### src/verilog/fe_pkg.sv
// shared widths and types for the fetch front end
// fetch addresses are 32-byte aligned, low OFF_W bits always zero
package fe_pkg;

  localparam int IP_W        = 43;
  localparam int OFF_W       = 5;   // block offset bits
  localparam int FETCH_BYTES = 32;
  localparam logic [IP_W-1:0] RESET_IP = '0;

  localparam int GHT_W      = 8;
  localparam int PRED_IDX_W = 8;    // 256 votes per table
  localparam int TB_IDX_W   = 6;    // 64 target buffer entries
  localparam int RAS_DEPTH  = 8;
  localparam int RAS_PTR_W  = 3;

  // tag is everything above index and offset
  localparam int TAG_W = IP_W - TB_IDX_W - OFF_W;
  localparam int TGT_W = IP_W - OFF_W;

  typedef logic [IP_W-1:0]  ip_t;
  typedef logic [GHT_W-1:0] hist_t;   // newest outcome in bit 0

  typedef enum logic [1:0] {
    BR_COND   = 2'd0,
    BR_UNCOND = 2'd1,
    BR_CALL   = 2'd2,
    BR_RET    = 2'd3
  } br_kind_t;

  // 73 bits, target kept without offset bits
  typedef struct packed {
    logic             valid;
    logic [TAG_W-1:0] tag;
    logic [TGT_W-1:0] target;
    br_kind_t         kind;
  } tb_entry_t;

endpackage

### src/verilog/fetch_ctrl.sv
// four-phase req/ack fetch sequencer, one fetch in flight
// resolve must arrive with fetch_req low, it delays the next request by one cycle
`timescale 1ns/1ns

module fetch_ctrl import fe_pkg::*; (
  input  logic     clk,
  input  logic     rst,
  output logic     fetch_req,
  input  logic     fetch_ack,
  output ip_t      fetch_ip,
  output hist_t    fetch_hist,
  input  logic     resolve_valid,
  input  ip_t      resolve_ip,
  input  ip_t      resolve_target,
  input  br_kind_t resolve_kind,
  input  logic     resolve_taken,
  input  hist_t    resolve_hist,
  input  logic     resolve_mispredict,
  input  logic     tb_hit,
  input  br_kind_t tb_kind,
  input  ip_t      tb_target,
  input  logic     vote,
  input  ip_t      ras_top,
  output logic     ras_push,
  output logic     ras_pop,
  output logic     tb_install_en,
  output logic     flip_en
);

  logic  req_q;
  ip_t   ip_q;
  hist_t hist_q;
  logic  done;        // handshake completes at this edge
  ip_t   seq_ip;
  ip_t   next_ip;
  hist_t next_hist;
  ip_t   redir_ip;
  hist_t redir_hist;

  assign fetch_req  = req_q;
  assign fetch_ip   = ip_q;
  assign fetch_hist = hist_q;

  assign done   = req_q && fetch_ack;
  assign seq_ip = ip_q + IP_W'(FETCH_BYTES);

  always_comb begin
    next_ip   = seq_ip;
    next_hist = hist_q;   // miss leaves history alone
    if (tb_hit) begin
      case (tb_kind)
        BR_RET:            next_ip = ras_top;
        BR_CALL, BR_UNCOND: next_ip = tb_target;
        default: begin
          next_ip   = vote ? tb_target : seq_ip;
          next_hist = {hist_q[GHT_W-2:0], vote};
        end
      endcase
    end
  end

  // back end knows the real outcome, history rebuilt from its snapshot
  assign redir_ip   = resolve_taken ? resolve_target : resolve_ip + IP_W'(FETCH_BYTES);
  assign redir_hist = (resolve_kind == BR_COND) ? {resolve_hist[GHT_W-2:0], resolve_taken}
                                                : resolve_hist;

  assign ras_push      = done && tb_hit && (tb_kind == BR_CALL);
  assign ras_pop       = done && tb_hit && (tb_kind == BR_RET);
  assign tb_install_en = resolve_valid && resolve_taken;
  assign flip_en       = resolve_valid && resolve_mispredict && (resolve_kind == BR_COND);

  always_ff @(posedge clk) begin
    if (rst) begin
      req_q  <= 1'b0;
      ip_q   <= RESET_IP;
      hist_q <= '0;
    end else if (req_q) begin
      if (fetch_ack) begin
        req_q  <= 1'b0;
        ip_q   <= next_ip;
        hist_q <= next_hist;
      end
    end else if (resolve_valid) begin
      if (resolve_mispredict) begin
        ip_q   <= redir_ip;
        hist_q <= redir_hist;
      end
    end else if (!fetch_ack) begin
      req_q <= 1'b1;    // consumer dropped ack, start next fetch
    end
  end

endmodule

### config.mk
export PLATFORM = sky130hd
export DESIGN_NAME = fetch_ctrl
export DESIGN_NICKNAME = d
export VERILOG_FILES = /design/src/verilog/fe_pkg.sv /design/src/verilog/fetch_ctrl.sv
export SDC_FILE = /design/constraint.sdc
export NUM_CORES = 1
export LEC_CHECK = 0
export CAP_MARGIN = 20
export CORE_MARGIN = 5
export CORE_UTILIZATION = 55
export CTS_CLUSTER_SIZE = 24
export DETAILED_ROUTE_END_ITERATION = 12
export DONT_BUFFER_PORTS = 1
export GPL_ROUTABILITY_DRIVEN = 0
export PLACE_DENSITY = 0.7
export RECOVER_POWER = 100
export REMOVE_ABC_BUFFERS = 1
export SETUP_SLACK_MARGIN = 0.2
export SLEW_MARGIN = 20
export SYNTH_ARGS = -nofsm -noshare
export SYNTH_HDL_FRONTEND = slang
export SYNTH_SLANG_ARGS = --single-unit
### constraint.sdc
create_clock -name clk -period 4.2 [get_ports clk]
set_input_delay 0 -clock clk [delete_from_list [all_inputs] [get_ports clk]]
set_output_delay 0 -clock clk [all_outputs]
set_load 0.01 [all_outputs]
==> results.sh <==
export IMPL_status="complete, but fails checks"
export IMPL_violations="negative hold slack, max-capacitance violations"
export IMPL_drv_slew=0
export IMPL_cts_setup_buffers=0
export IMPL_num_fill_cells=938
export IMPL_reg2reg_from="fetch_req"
export IMPL_drcViolationCount=0
export IMPL_wl_per_cell_um=25.8
export IMPL_clk_pin_slew_ns=0.11
export IMPL_fin_area_um2=5990
export IMPL_synth_top_cell_by_area="dfxtp_1"
export IMPL_slew_limit_headroom=0.00720
export IMPL_max_freq_mhz=278
export IMPL_ctsLongestPathBuffers=2
export IMPL_synth_cells=789
export IMPL_grt_max_degree=51
export IMPL_htreeDepth=2
export IMPL_drtAntennaViolNets=0
export IMPL_min_path_type="in2reg"
export IMPL_antenna_found_initial=1
export IMPL_core_rowCount=36
export IMPL_hold_ws_ns=-0.00199
export IMPL_viasPerCell=7.39
export IMPL_finalSetupTns_ns=0
export IMPL_drtIter0Drc=814
export IMPL_num_vias=6686
export IMPL_critPathArrivalTime_ns=3.82
export IMPL_first_pass_iters=6
export IMPL_num_io_pins=248
export IMPL_core_area_um2=9860
export IMPL_area_growth_pct=6.92
export IMPL_synth_top_cell_area_share=0.186
export IMPL_yosysWarnings=0
export IMPL_worstSetupStartpoint="fetch_req"
export IMPL_syn_area_um2=5600
export IMPL_critPathLaunchType="flop"
export IMPL_fin_nets=967
export IMPL_rsz0062_at_grt="no"
export IMPL_tightest_slew_ns=1.49
export IMPL_grt_overflow_total=0
export IMPL_routed_wirelength_mm=23.4
export IMPL_power_density_nw_per_um2=237
export IMPL_grtUsageTotal=0.355
export IMPL_cpPeakStageDelay_ns=1.12
export IMPL_worst_slack_ns=0.599
export IMPL_place_ws_ns=1.50
export IMPL_cts_root_buf="clkbuf_8"
export IMPL_ir_drop_v=0.000120
export IMPL_portBuffers=0
export IMPL_critPathKind="reg2reg"
export IMPL_crit_family="simple AND/OR/NAND/NOR gates"
export IMPL_synth_cell_type_count=69
export IMPL_endpoint_kind="flop"
export IMPL_avgSynthCellArea_um2=7.10
export IMPL_die_w_um=111
export IMPL_ys_seq_area_frac=0.186
export IMPL_max_cap_viol_count=1
export IMPL_die_area_um2=12300
export IMPL_hold_violations=1
export IMPL_drive_above_1_share=0.0337
export IMPL_setup_viol_count_final=0
export IMPL_multi_input_area_um2=4300
export IMPL_async_flop_share=0
export IMPL_finish_utilization=0.607
export IMPL_path_cells="clkinv_1 > clkbuf_1 > nand2_1 > or4_1 > nand3_1 > a211oi_1 > nor4_1"
export IMPL_worstPathMaxFanout=26
export IMPL_hold_path_startpoint="resolve_ip[31]"
export IMPL_finalPower_mw=1.42
export IMPL_grt_pass1_vias=6157
export IMPL_fp_dieH_um=111
export IMPL_ys_ff_latch=52
export IMPL_tritoncts="built"
export IMPL_ys_top_cells_by_area="dfxtp_1 19%, o21ai_0 6.2%, xnor2_1 5.5%"
export IMPL_synth_edff_count=0
export IMPL_start_util=0.568
export IMPL_grt_pass1_wl_mm=35.7
export IMPL_cts_sinks=52
export IMPL_slowest_stage="clkbuf_1"
export IMPL_placed_area_um2=5610
export IMPL_period_share=0.857
export IMPL_seqCellArea_um2=1040
export IMPL_cp_buffers_inverters=2
export IMPL_place_hpwl_mm=16.9
export IMPL_fin_crit_ns=3.60
export IMPL_cts_made_buffers=5
export IMPL_finClkSkew_ns=0.0134
export IMPL_required_ns=4.42
export IMPL_synthFlopType="dfxtp_1"
export IMPL_clk_latency_ns=0.32
export IMPL_p_leak_nw=1.98
==> flip-flops by register name, summed over array words and instances (netlist names) <==
name	cells
fetch_hist	8
fetch_req	1
fetch_ip	43
==> cells in the final DEF, fill, tap and decap left out, types with 13 or more instances in the layout <==
master         count
xor2_1            17
nand4_1           33
dlygate4sd3_1     25
a311oi_1          14
a211oi_1          13
dfxtp_1           51
xnor2_1           35
mux2i_1           27
o211ai_1          15
a221o_1           17
a21oi_1           36
a22oi_1           21
nor2_1            69
nand2_1           73
and3_1            21
nor3_1            17
o21ai_0           70
nand3_1           35
==> cell families (layout without fill, tap and decap cells) <==
group,after synthesis,after routing,synth area share
xor gates and xnor gates,52,52,0.0813
adders and majority gates,5,5,0.0112
AOI/OAI and AO/OA,274,274,0.338
and+or+nand+nor,308,308,0.288
other,0,1,0
buffers and inverters,71,53,0.0476
DFF,52,52,0.186
muxes,27,27,0.0482
==> cell usage after synthesis, types with 21 or more instances <==
library cell / n
a21oi_1: 36
a22oi_1: 21
and3_1: 21
clkbuf_1: 49
dfxtp_1: 52
mux2i_1: 27
nand2_1: 73
nand3_1: 35
nand4_1: 33
nor2_1: 69
o21ai_0: 69
xnor2_1: 35
==> metrics by stage <==
step           hold slack (ns)  std cells
3_3_place_gp            0.0562        870
5_1_grt                 0.0225        905
3_5_place_dp            0.0564        870
2_1_floorplan           0.0507        730
4_1_cts              0.0000740        904
6_report              -0.00199        905
==> path summary, 6_finish.rpt <==
kind | endpoint | slack [ns] | cells after the start
worst max-delay path | fetch_ip[24] | 0.60 | 7
worst min-delay path | fetch_ip[32] | -0.002 | 3
worst min register to register | fetch_hist[1] | 0.59 | 2
worst max register to register | fetch_ip[24] | 0.60 | 7
==> report_power, final <==
part           switching, mW  internal, mW  leakage (nW)  total (mW)
clock network          0.188         0.195        0.0614       0.383
logic                  0.236         0.173          1.49       0.410
registers             0.0915         0.533         0.428       0.624
==> tightest hold or removal path, stage by stage <==
cell      delay (ns)
nand2_1         0.05
xor2_1          0.06
o221ai_1        0.17
==> layer usage <==
layer | up-vias | global-route usage | wire [um]
li1 | 2995 | - | -
met1 | 3083 | 0.462 | 8730
met2 | 526 | 0.562 | 10500
met3 | 82 | 0.111 | 3420
met4 | 0 | 0.110 | 770
met5 | - | 0 | 0
==> cell type report <==
| cell class | instances | share of cell area |
|---|---|---|
| sequential | 52 | 0.174 |
| multi-input combinational | 666 | 0.718 |
| inverter | 12 | 0.00752 |
| tap | 133 | 0.0278 |
| antenna | 1 | 0.000418 |
| timing repair buffer | 33 | 0.0520 |
| clock buffer | 6 | 0.0138 |
| clock inverter | 2 | 0.00647 |
==> repair_timing <==
action | 4_1_cts | 5_1_grt
gates resized for setup | 0 | 0
hold buffers | 26 | 0
hold endpoints to repair | 49 | 0
Power figures use the tool's default switching activity.
