### config.mk
export PLATFORM = sky130hd
export DESIGN_NAME = return_stack
export DESIGN_NICKNAME = d
export VERILOG_FILES = /design/src/verilog/fe_pkg.sv /design/src/verilog/table_ram.sv /design/src/verilog/return_stack.sv
export SDC_FILE = /design/constraint.sdc
export NUM_CORES = 1
export LEC_CHECK = 0
export BUFFER_PORTS_ARGS = -buffer_cell sky130_fd_sc_hd__clkbuf_2
export CAP_MARGIN = 25
export CORE_UTILIZATION = 55
export DETAILED_ROUTE_END_ITERATION = 7
export PLACE_DENSITY = 0.7
export SKIP_LAST_GASP = 1
export SYNTH_ARGS = -nofsm -noshare
export SYNTH_HDL_FRONTEND = slang
export SYNTH_SLANG_ARGS = --single-unit
### constraint.sdc
create_clock -name clk -period 3.55 [get_ports clk]
set_input_delay 0.71 -clock clk [delete_from_list [all_inputs] [get_ports clk]]
set_output_delay 0.71 -clock clk [all_outputs]
set_load 0.02 [all_outputs]
### src/verilog/fe_pkg.sv
// shared widths and types for the fetch front end
// fetch addresses are 32-byte aligned, low OFF_W bits always zero
package fe_pkg;

  localparam int IP_W        = 43;
  localparam int OFF_W       = 5;   // block offset bits
  localparam int FETCH_BYTES = 32;
  localparam logic [IP_W-1:0] RESET_IP = '0;

  localparam int GHT_W      = 8;
  localparam int PRED_IDX_W = 8;    // 256 votes per table
  localparam int TB_IDX_W   = 6;    // 64 target buffer entries
  localparam int RAS_DEPTH  = 8;
  localparam int RAS_PTR_W  = 3;

  // tag is everything above index and offset
  localparam int TAG_W = IP_W - TB_IDX_W - OFF_W;
  localparam int TGT_W = IP_W - OFF_W;

  typedef logic [IP_W-1:0]  ip_t;
  typedef logic [GHT_W-1:0] hist_t;   // newest outcome in bit 0

  typedef enum logic [1:0] {
    BR_COND   = 2'd0,
    BR_UNCOND = 2'd1,
    BR_CALL   = 2'd2,
    BR_RET    = 2'd3
  } br_kind_t;

  // 73 bits, target kept without offset bits
  typedef struct packed {
    logic             valid;
    logic [TAG_W-1:0] tag;
    logic [TGT_W-1:0] target;
    br_kind_t         kind;
  } tb_entry_t;

endpackage

### src/verilog/table_ram.sv
// register array, combinational read, write lands at next edge
// whole array cleared by reset, so keep DEPTH_W small
`timescale 1ns/1ns

module table_ram #(
  parameter type entry_t = logic,
  parameter int  DEPTH_W = 4
) (
  input  logic               clk,
  input  logic               rst,
  input  logic [DEPTH_W-1:0] rd_addr,
  output entry_t             rd_data,
  input  logic               wr_en,
  input  logic [DEPTH_W-1:0] wr_addr,
  input  entry_t             wr_data
);

  entry_t mem [1 << DEPTH_W];

  assign rd_data = mem[rd_addr];

  always_ff @(posedge clk) begin
    if (rst) begin
      for (int i = 0; i < (1 << DEPTH_W); i++) begin
        mem[i] <= '0;
      end
    end else if (wr_en) begin
      mem[wr_addr] <= wr_data;
    end
  end

endmodule

### src/verilog/return_stack.sv
// circular return stack, overflow silently wraps over oldest entries
// push_ip is the calling block, the stored return point is the block after it
`timescale 1ns/1ns

module return_stack import fe_pkg::*; (
  input  logic clk,
  input  logic rst,
  input  logic push,
  input  ip_t  push_ip,
  input  logic pop,
  output ip_t  top_ip
);

  logic [RAS_PTR_W-1:0] ptr_q;
  logic [RAS_PTR_W-1:0] ptr_inc;
  logic [RAS_PTR_W-1:0] ptr_dec;
  ip_t                  ret_ip;

  assign ptr_inc = (ptr_q == RAS_PTR_W'(RAS_DEPTH - 1)) ? '0 : ptr_q + 1'b1;
  assign ptr_dec = (ptr_q == '0) ? RAS_PTR_W'(RAS_DEPTH - 1) : ptr_q - 1'b1;
  assign ret_ip  = push_ip + IP_W'(FETCH_BYTES);

  table_ram #(
    .entry_t (ip_t),
    .DEPTH_W (RAS_PTR_W)
  ) u_stack (
    .clk     (clk),
    .rst     (rst),
    .rd_addr (ptr_q),       // top lives at the pointer
    .rd_data (top_ip),
    .wr_en   (push),
    .wr_addr (ptr_inc),
    .wr_data (ret_ip)
  );

  // a block is never both call and return
  always_ff @(posedge clk) begin
    if (rst) begin
      ptr_q <= '0;
    end else if (push) begin
      ptr_q <= ptr_inc;
    end else if (pop) begin
      ptr_q <= ptr_dec;
    end
  end

endmodule

==> impl_metrics.ini, run 1 <==
[run_status]
status = complete, no violations

[clock_network]
cts_setup_buffers = 0
cts.sinks = 350
worstSkewPairLatency_ns = 0.51
numCtsBuffers = 37
cts_tree = yes
cts_max_level = 2
postCtsHoldBufs = 0
cts_max_path_buffers = 3
cts_root_buffer = clkbuf_16
clk_pin_slew_ns = 0.06
cts_resized = 0

[yosys]
synth-xor-area-share_pct = 2.11
syn_nets = 1105
yosysWarnings = 0
synthTopCellsByCount = 344 x edfxtp_1, 307 x nor2_1, 86 x mux4_2
ys_types = 39
synth_compound_area_share_pct = 0.343
synthCells = 1053
synth.most_common_cell = edfxtp_1
synth_top_area_share_pct = 65.9
async_reset_ff_share_pct = 0
synth_simple_gate_area_share_pct = 13.1
synthFlopType = edfxtp_1
avgSynthCellArea_um2 = 14.9
synth_seq_area_share_pct = 66.6
synth_edf_count = 344
synth_area_mm2 = 0.0157
yosys_register_bits = 350
synth_top_family_by_area = multiplexers
yosys-top-cells-area = edfxtp_1 66%, mux4_2 12%, nor2_1 7.3%
synthAdderAreaFrac_pct = 0.399
yosys-mux-area-fraction_pct = 15.4
synth_top_area_cell = edfxtp_1

[routing]
wl_per_cell_um = 23.7
post-route-drc-count = 0
dr.pass1.iters = 5
viasPerCell = 6.02
antenna_left = 0
vias = 9326
wirelength_um = 36700
drtIter0Drc = 955

[floorplan]
placeableCoreArea_mm2 = 0.0279
die_area_mm2 = 0.0292
start_util_pct = 56.1
num_io_pins = 90
die_w_um = 171
rows = 61
die_h_um = 171

[job]
maxCapViolations = 0

[place]
place.gp.congestion = 0.802
portBuffers = 89
dp.final_hpwl_um = 20700
post-place-ws_ns = 0.532

[sta]
finalSetupTns_ns = 0
rsz0062_at_grt = no
fin_skew_ns = 0.00719
maxSlewViolCount = 0
setup_viol = 0
hold_viol = 0
worst_hold_slack_ns = 0.531
maxSlewHeadroom_pct = 43.4
max_clock_freq_ghz = 0.318
setup_slack_ns = 0.403
period_share_pct = 88.7
period_minus_slack_ns = 3.15
worstMarginPinSlew_ns = 0.843

[global_route]
grt_pass1_wl_um = 55400
grt_max_degree = 80
antenna_found_initial = 0
overflow = 0
grt_pass1_vias = 9470
track_usage_pct = 26.1

[setup_path]
end_kind = output pin
reg2reg_from = ptr_q[0]
rrSetupSlack_ns = 0.94
cp.required_ns = 2.84
critPathKind = reg2out
cp_max_fo = 65
reg2reg_to = u_stack.mem[7][26]
endpoint = top_ip[8]
ff2ff_path_depth = 7
worstPathArrival_ns = 2.44
critPathLaunchType = flip-flop

[pwr]
peakVddDrop_mv = 0.410
leakage_uw = 0.00648
total_power_uw = 9470
power_density_mw_per_mm2 = 532

[hold_path]
hold_class = in2reg

[finish]
area_growth_pct = 13.4
antennaDiodeCount = 0
final_nets = 1201
num-fill-cells = 2102
utilization_pct = 63.7
drive_gt1_share_pct = 27.6
worst max-delay path, stage by stage, from the launching register on:
cell	delay (ns)
dfxtp_4	0.36
buf_12	0.44
mux4_2	0.58
mux2_2	0.33
clkbuf_2	0.17
where the power goes:
group          internal [uW]  switching (uW)  leakage (uW)  total (uW)
Combinational            502             757       0.00237        1260
Clock                   1900            1450      0.000492        3360
Sequential              4790            70.0       0.00362        4860
metrics by stage:
stage	cells	cell area, um2
final	1549	17800
after global routing	1549	17800
after CTS	1549	17800
after detailed placement	1488	16800
after global placement	1488	16800
after floorplan	1053	15700
cell families (layout without fill, tap and decap cells):
kind of cell,after synthesis,count (layout)
adders and majority gates,5,5
buffers and inverters,76,194
xor gates and xnor gates,36,36
DFF,350,350
AOI/OAI and AO/OA,8,8
muxes,129,129
and+or+nand+nor,449,449
final cells by class:
type / count / area (um2) / area share (%)
clock buffer: 48 / 967 / 5.44
clock inverter: 13 / 53.8 / 0.302
inverter: 7 / 26.3 / 0.148
multi-input combinational: 627 / 4960 / 27.9
sequential: 350 / 10500 / 58.8
tap: 378 / 473 / 2.66
timing repair buffer: 126 / 848 / 4.77
per-layer routing:
metal | global-route usage (%) | share of wire [%] | vias up
li1 | - | - | 4106
met1 | 36.1 | 40 | 4786
met2 | 44.3 | 50 | 377
met3 | 2.80 | 7.5 | 57
met4 | 7.53 | 1.9 | 0
met5 | 0 | 0 | -
registers in the layout, indices dropped and copies added (netlist names), named ones only:
name / cells
u_stack.mem: 344
ptr_q: 3
cell usage in the layout (no fill, tap or decap), drive strengths merged:
| cell type | netlist | layout |
|---|---|---|
| nand4b | 1 | 1 |
| or3 | 1 | 1 |
| nor3 | 8 | 8 |
| buf | 19 | 37 |
| mux2 | 43 | 43 |
| nand4 | 17 | 17 |
| and3 | 41 | 41 |
| and2 | 16 | 16 |
| nor3b | 1 | 1 |
| dfxtp | 6 | 6 |
| xnor2 | 7 | 7 |
| a211oi | 1 | 1 |
| nand3 | 20 | 20 |
| nor2b | 2 | 2 |
| o21ai | 2 | 2 |
| clkinv | 0 | 12 |
| or2 | 2 | 2 |
| and4 | 1 | 1 |
| a221oi | 1 | 1 |
| a21boi | 1 | 1 |
| clkbuf | 50 | 137 |
| nor2 | 307 | 307 |
| ha | 5 | 5 |
| edfxtp | 344 | 344 |
| inv | 7 | 8 |
| mux4 | 86 | 86 |
| nor4 | 8 | 8 |
| xor2 | 29 | 29 |
| nand2b | 7 | 7 |
| o311a | 1 | 1 |
| nand2 | 17 | 17 |
| a21oi | 2 | 2 |
how the worst min path moves through the flow:
stage / slack (ns) / start / cells after the start / end
5_1_grt: 0.54 / pop / 2 / ptr_q[0]
4_1_cts: 0.52 / pop / 2 / ptr_q[0]
2_1_floorplan: 0.53 / ptr_q[1] / 2 / flip-flop
6_report: 0.53 / pop / 2 / ptr_q[0]
3_5_place_dp: 0.58 / ptr_q[1] / 2 / flip-flop
3_3_place_gp: 0.58 / ptr_q[1] / 2 / flip-flop
Note: power is estimated with default switching activity, not from simulation.
==> inputs of run 2 (changes only) <==
--- a/config.mk
+++ b/config.mk
@@ -7,6 +7,7 @@
 export LEC_CHECK = 0
 export BUFFER_PORTS_ARGS = -buffer_cell sky130_fd_sc_hd__clkbuf_2
 export CAP_MARGIN = 25
+export CORE_MARGIN = 1.5
 export CORE_UTILIZATION = 55
 export DETAILED_ROUTE_END_ITERATION = 7
 export PLACE_DENSITY = 0.7
==> run 2 against run 1 <==
Compared with the run above:
- hold slack gained 0.025 ns
- first-iteration DRC count shrank 0.52%
- largest power group unchanged
- critical endpoint is now top_ip[24]
- routed wire length grew 3.8%
- final area grew 0.83%
- sequential share of layout area shrank 0.48 points
- critical path type unchanged
- global-route usage grew 0.79 points
- combinational power is essentially flat
- critical path depth is the same
==> impl_metrics.ini, run 2 (synthesized netlist as in run 1, its figures left out) <==
[run_status]
status = complete, no violations

[clock_network]
cts_max_path_buffers = 3
postCtsHoldBufs = 0
cts_tree = yes
cts_root_buffer = clkbuf_16
clk_pin_slew_ns = 0.05
numCtsBuffers = 37
worstSkewPairLatency_ns = 0.51
cts_setup_buffers = 0
cts.sinks = 350
cts_resized = 0
cts_max_level = 2

[setup_path]
path_cells = buf_12 > mux4_2 > mux2_2 > clkbuf_2
critical-path-slowest-cell = dfxtp_4
critPathLaunchType = flip-flop
cp_max_fo = 24
end_kind = output pin
cpPeakStageDelay_ns = 0.63
cp.required_ns = 2.84
worstPathArrival_ns = 2.46
critPathKind = reg2out

[finish]
final_nets = 1202
largest_reg_flops = 344
multi_input_area_mm2 = 0.00496
layout_commonest_cell = edfxtp_1
area_growth_pct = 14.4
seq_area_mm2 = 0.0105
top_register = u_stack.mem
drive_gt1_share_pct = 28.4
most-common-layout-cells = 344 x edfxtp_1, 307 x nor2_1, 89 x clkbuf_2
top_regs = u_stack.mem (344), ptr_q (3)
utilization_pct = 64.2
antennaDiodeCount = 0
num-fill-cells = 2065

[sta]
period_share_pct = 89.2
fin_skew_ns = 0.0143
max_clock_freq_ghz = 0.316
finalSetupTns_ns = 0
setup_viol = 0
rsz0062_at_grt = no
worstMarginPinSlew_ns = 0.754
maxSlewViolCount = 0
hold_viol = 0
maxSlewHeadroom_pct = 49.4
period_minus_slack_ns = 3.17

[global_route]
antenna_found_initial = 0
overflow = 0
grt_pass1_vias = 9576
track_usage_pct = 26.9
grt_pass1_wl_um = 57400
grt_max_degree = 39

[routing]
post-route-drc-count = 0
wl_per_cell_um = 24.5
viasPerCell = 6.09
vias = 9462
dr.pass1.iters = 5
wirelength_um = 38100
drtIter0Drc = 950
antenna_left = 0

[place]
place.gp.congestion = 0.781
dp.final_hpwl_um = 21300
portBuffers = 89

[floorplan]
start_util_pct = 56.1
placeableCoreArea_mm2 = 0.0279
rows = 61
die_area_mm2 = 0.0295
die_h_um = 172
die_w_um = 172
num_io_pins = 90

[hold_path]
hold_class = in2reg

[pwr]
peakVddDrop_mv = 0.282
leakage_uw = 0.00656
power_density_mw_per_mm2 = 550

[job]
maxCapViolations = 0
[run 2: changes by cell type in the layout (fill, tap and decap cells not counted), sizes merged]
cell | before | now
bufinv | 0 | 4
inv | 8 | 7
clkinv | 12 | 16
buf | 37 | 38
clkbuf | 137 | 134
[run 2: final timing paths]
path	from	cells after the start	slack, ns	endpoint
setup / recovery	flip-flop	4	0.38	top_ip[24]
hold / removal	pop	2	0.56	ptr_q[0]
hold reg to reg	ptr_q[1]	2	0.61	ptr_q[1]
setup reg to reg	ptr_q[0]	6	0.98	u_stack.mem[7][38]
[run 2: metrics by stage]
stage	worst slack, ns	cell area (um2)	power [uW]	std cells	hold slack (ns)
global route	0.267	17900	10200	1554	0.587
floorplan	0.556	15700	5750	1053	0.530
detailed placement	0.602	16800	6230	1489	0.583
CTS	0.342	17900	9910	1554	0.541
global placement	0.727	16800	6210	1489	0.564
finish	0.382	17900	9870	1554	0.556
[run 2: layout make-up]
cell class	count	area share, %
repair buffers	127	4.84
multi-input cells	627	27.7
well taps	378	2.64
flip-flops and latches	350	58.3
clock inverters	20	1.07
clock buffers	45	5.33
inverters	7	0.146
[run 2: metal layers]
metal	GRT usage [%]	part of all wire [%]	up-vias
met5	0	0	-
met4	7.22	1.7	0
met3	4.14	8.1	59
met2	45.2	50	436
met1	37.2	40	4849
li1	-	-	4118
[run 2: power by group]
part	internal [uW]	total, uW	leakage (uW)	switching, uW
logic	508	1260	0.00238	751
registers	4790	4880	0.00362	97.3
clock network	2200	3730	0.000564	1530
total	7500	9870	0.00656	2370
[run 2: critical path, delay by kind of cell, from the launching register on]
| family | cells | cell delay [ns] |
|---|---|---|
| muxes | 2 | 0.83 |
| DFF | 1 | 0.63 |
| buffers and inverters | 2 | 0.46 |
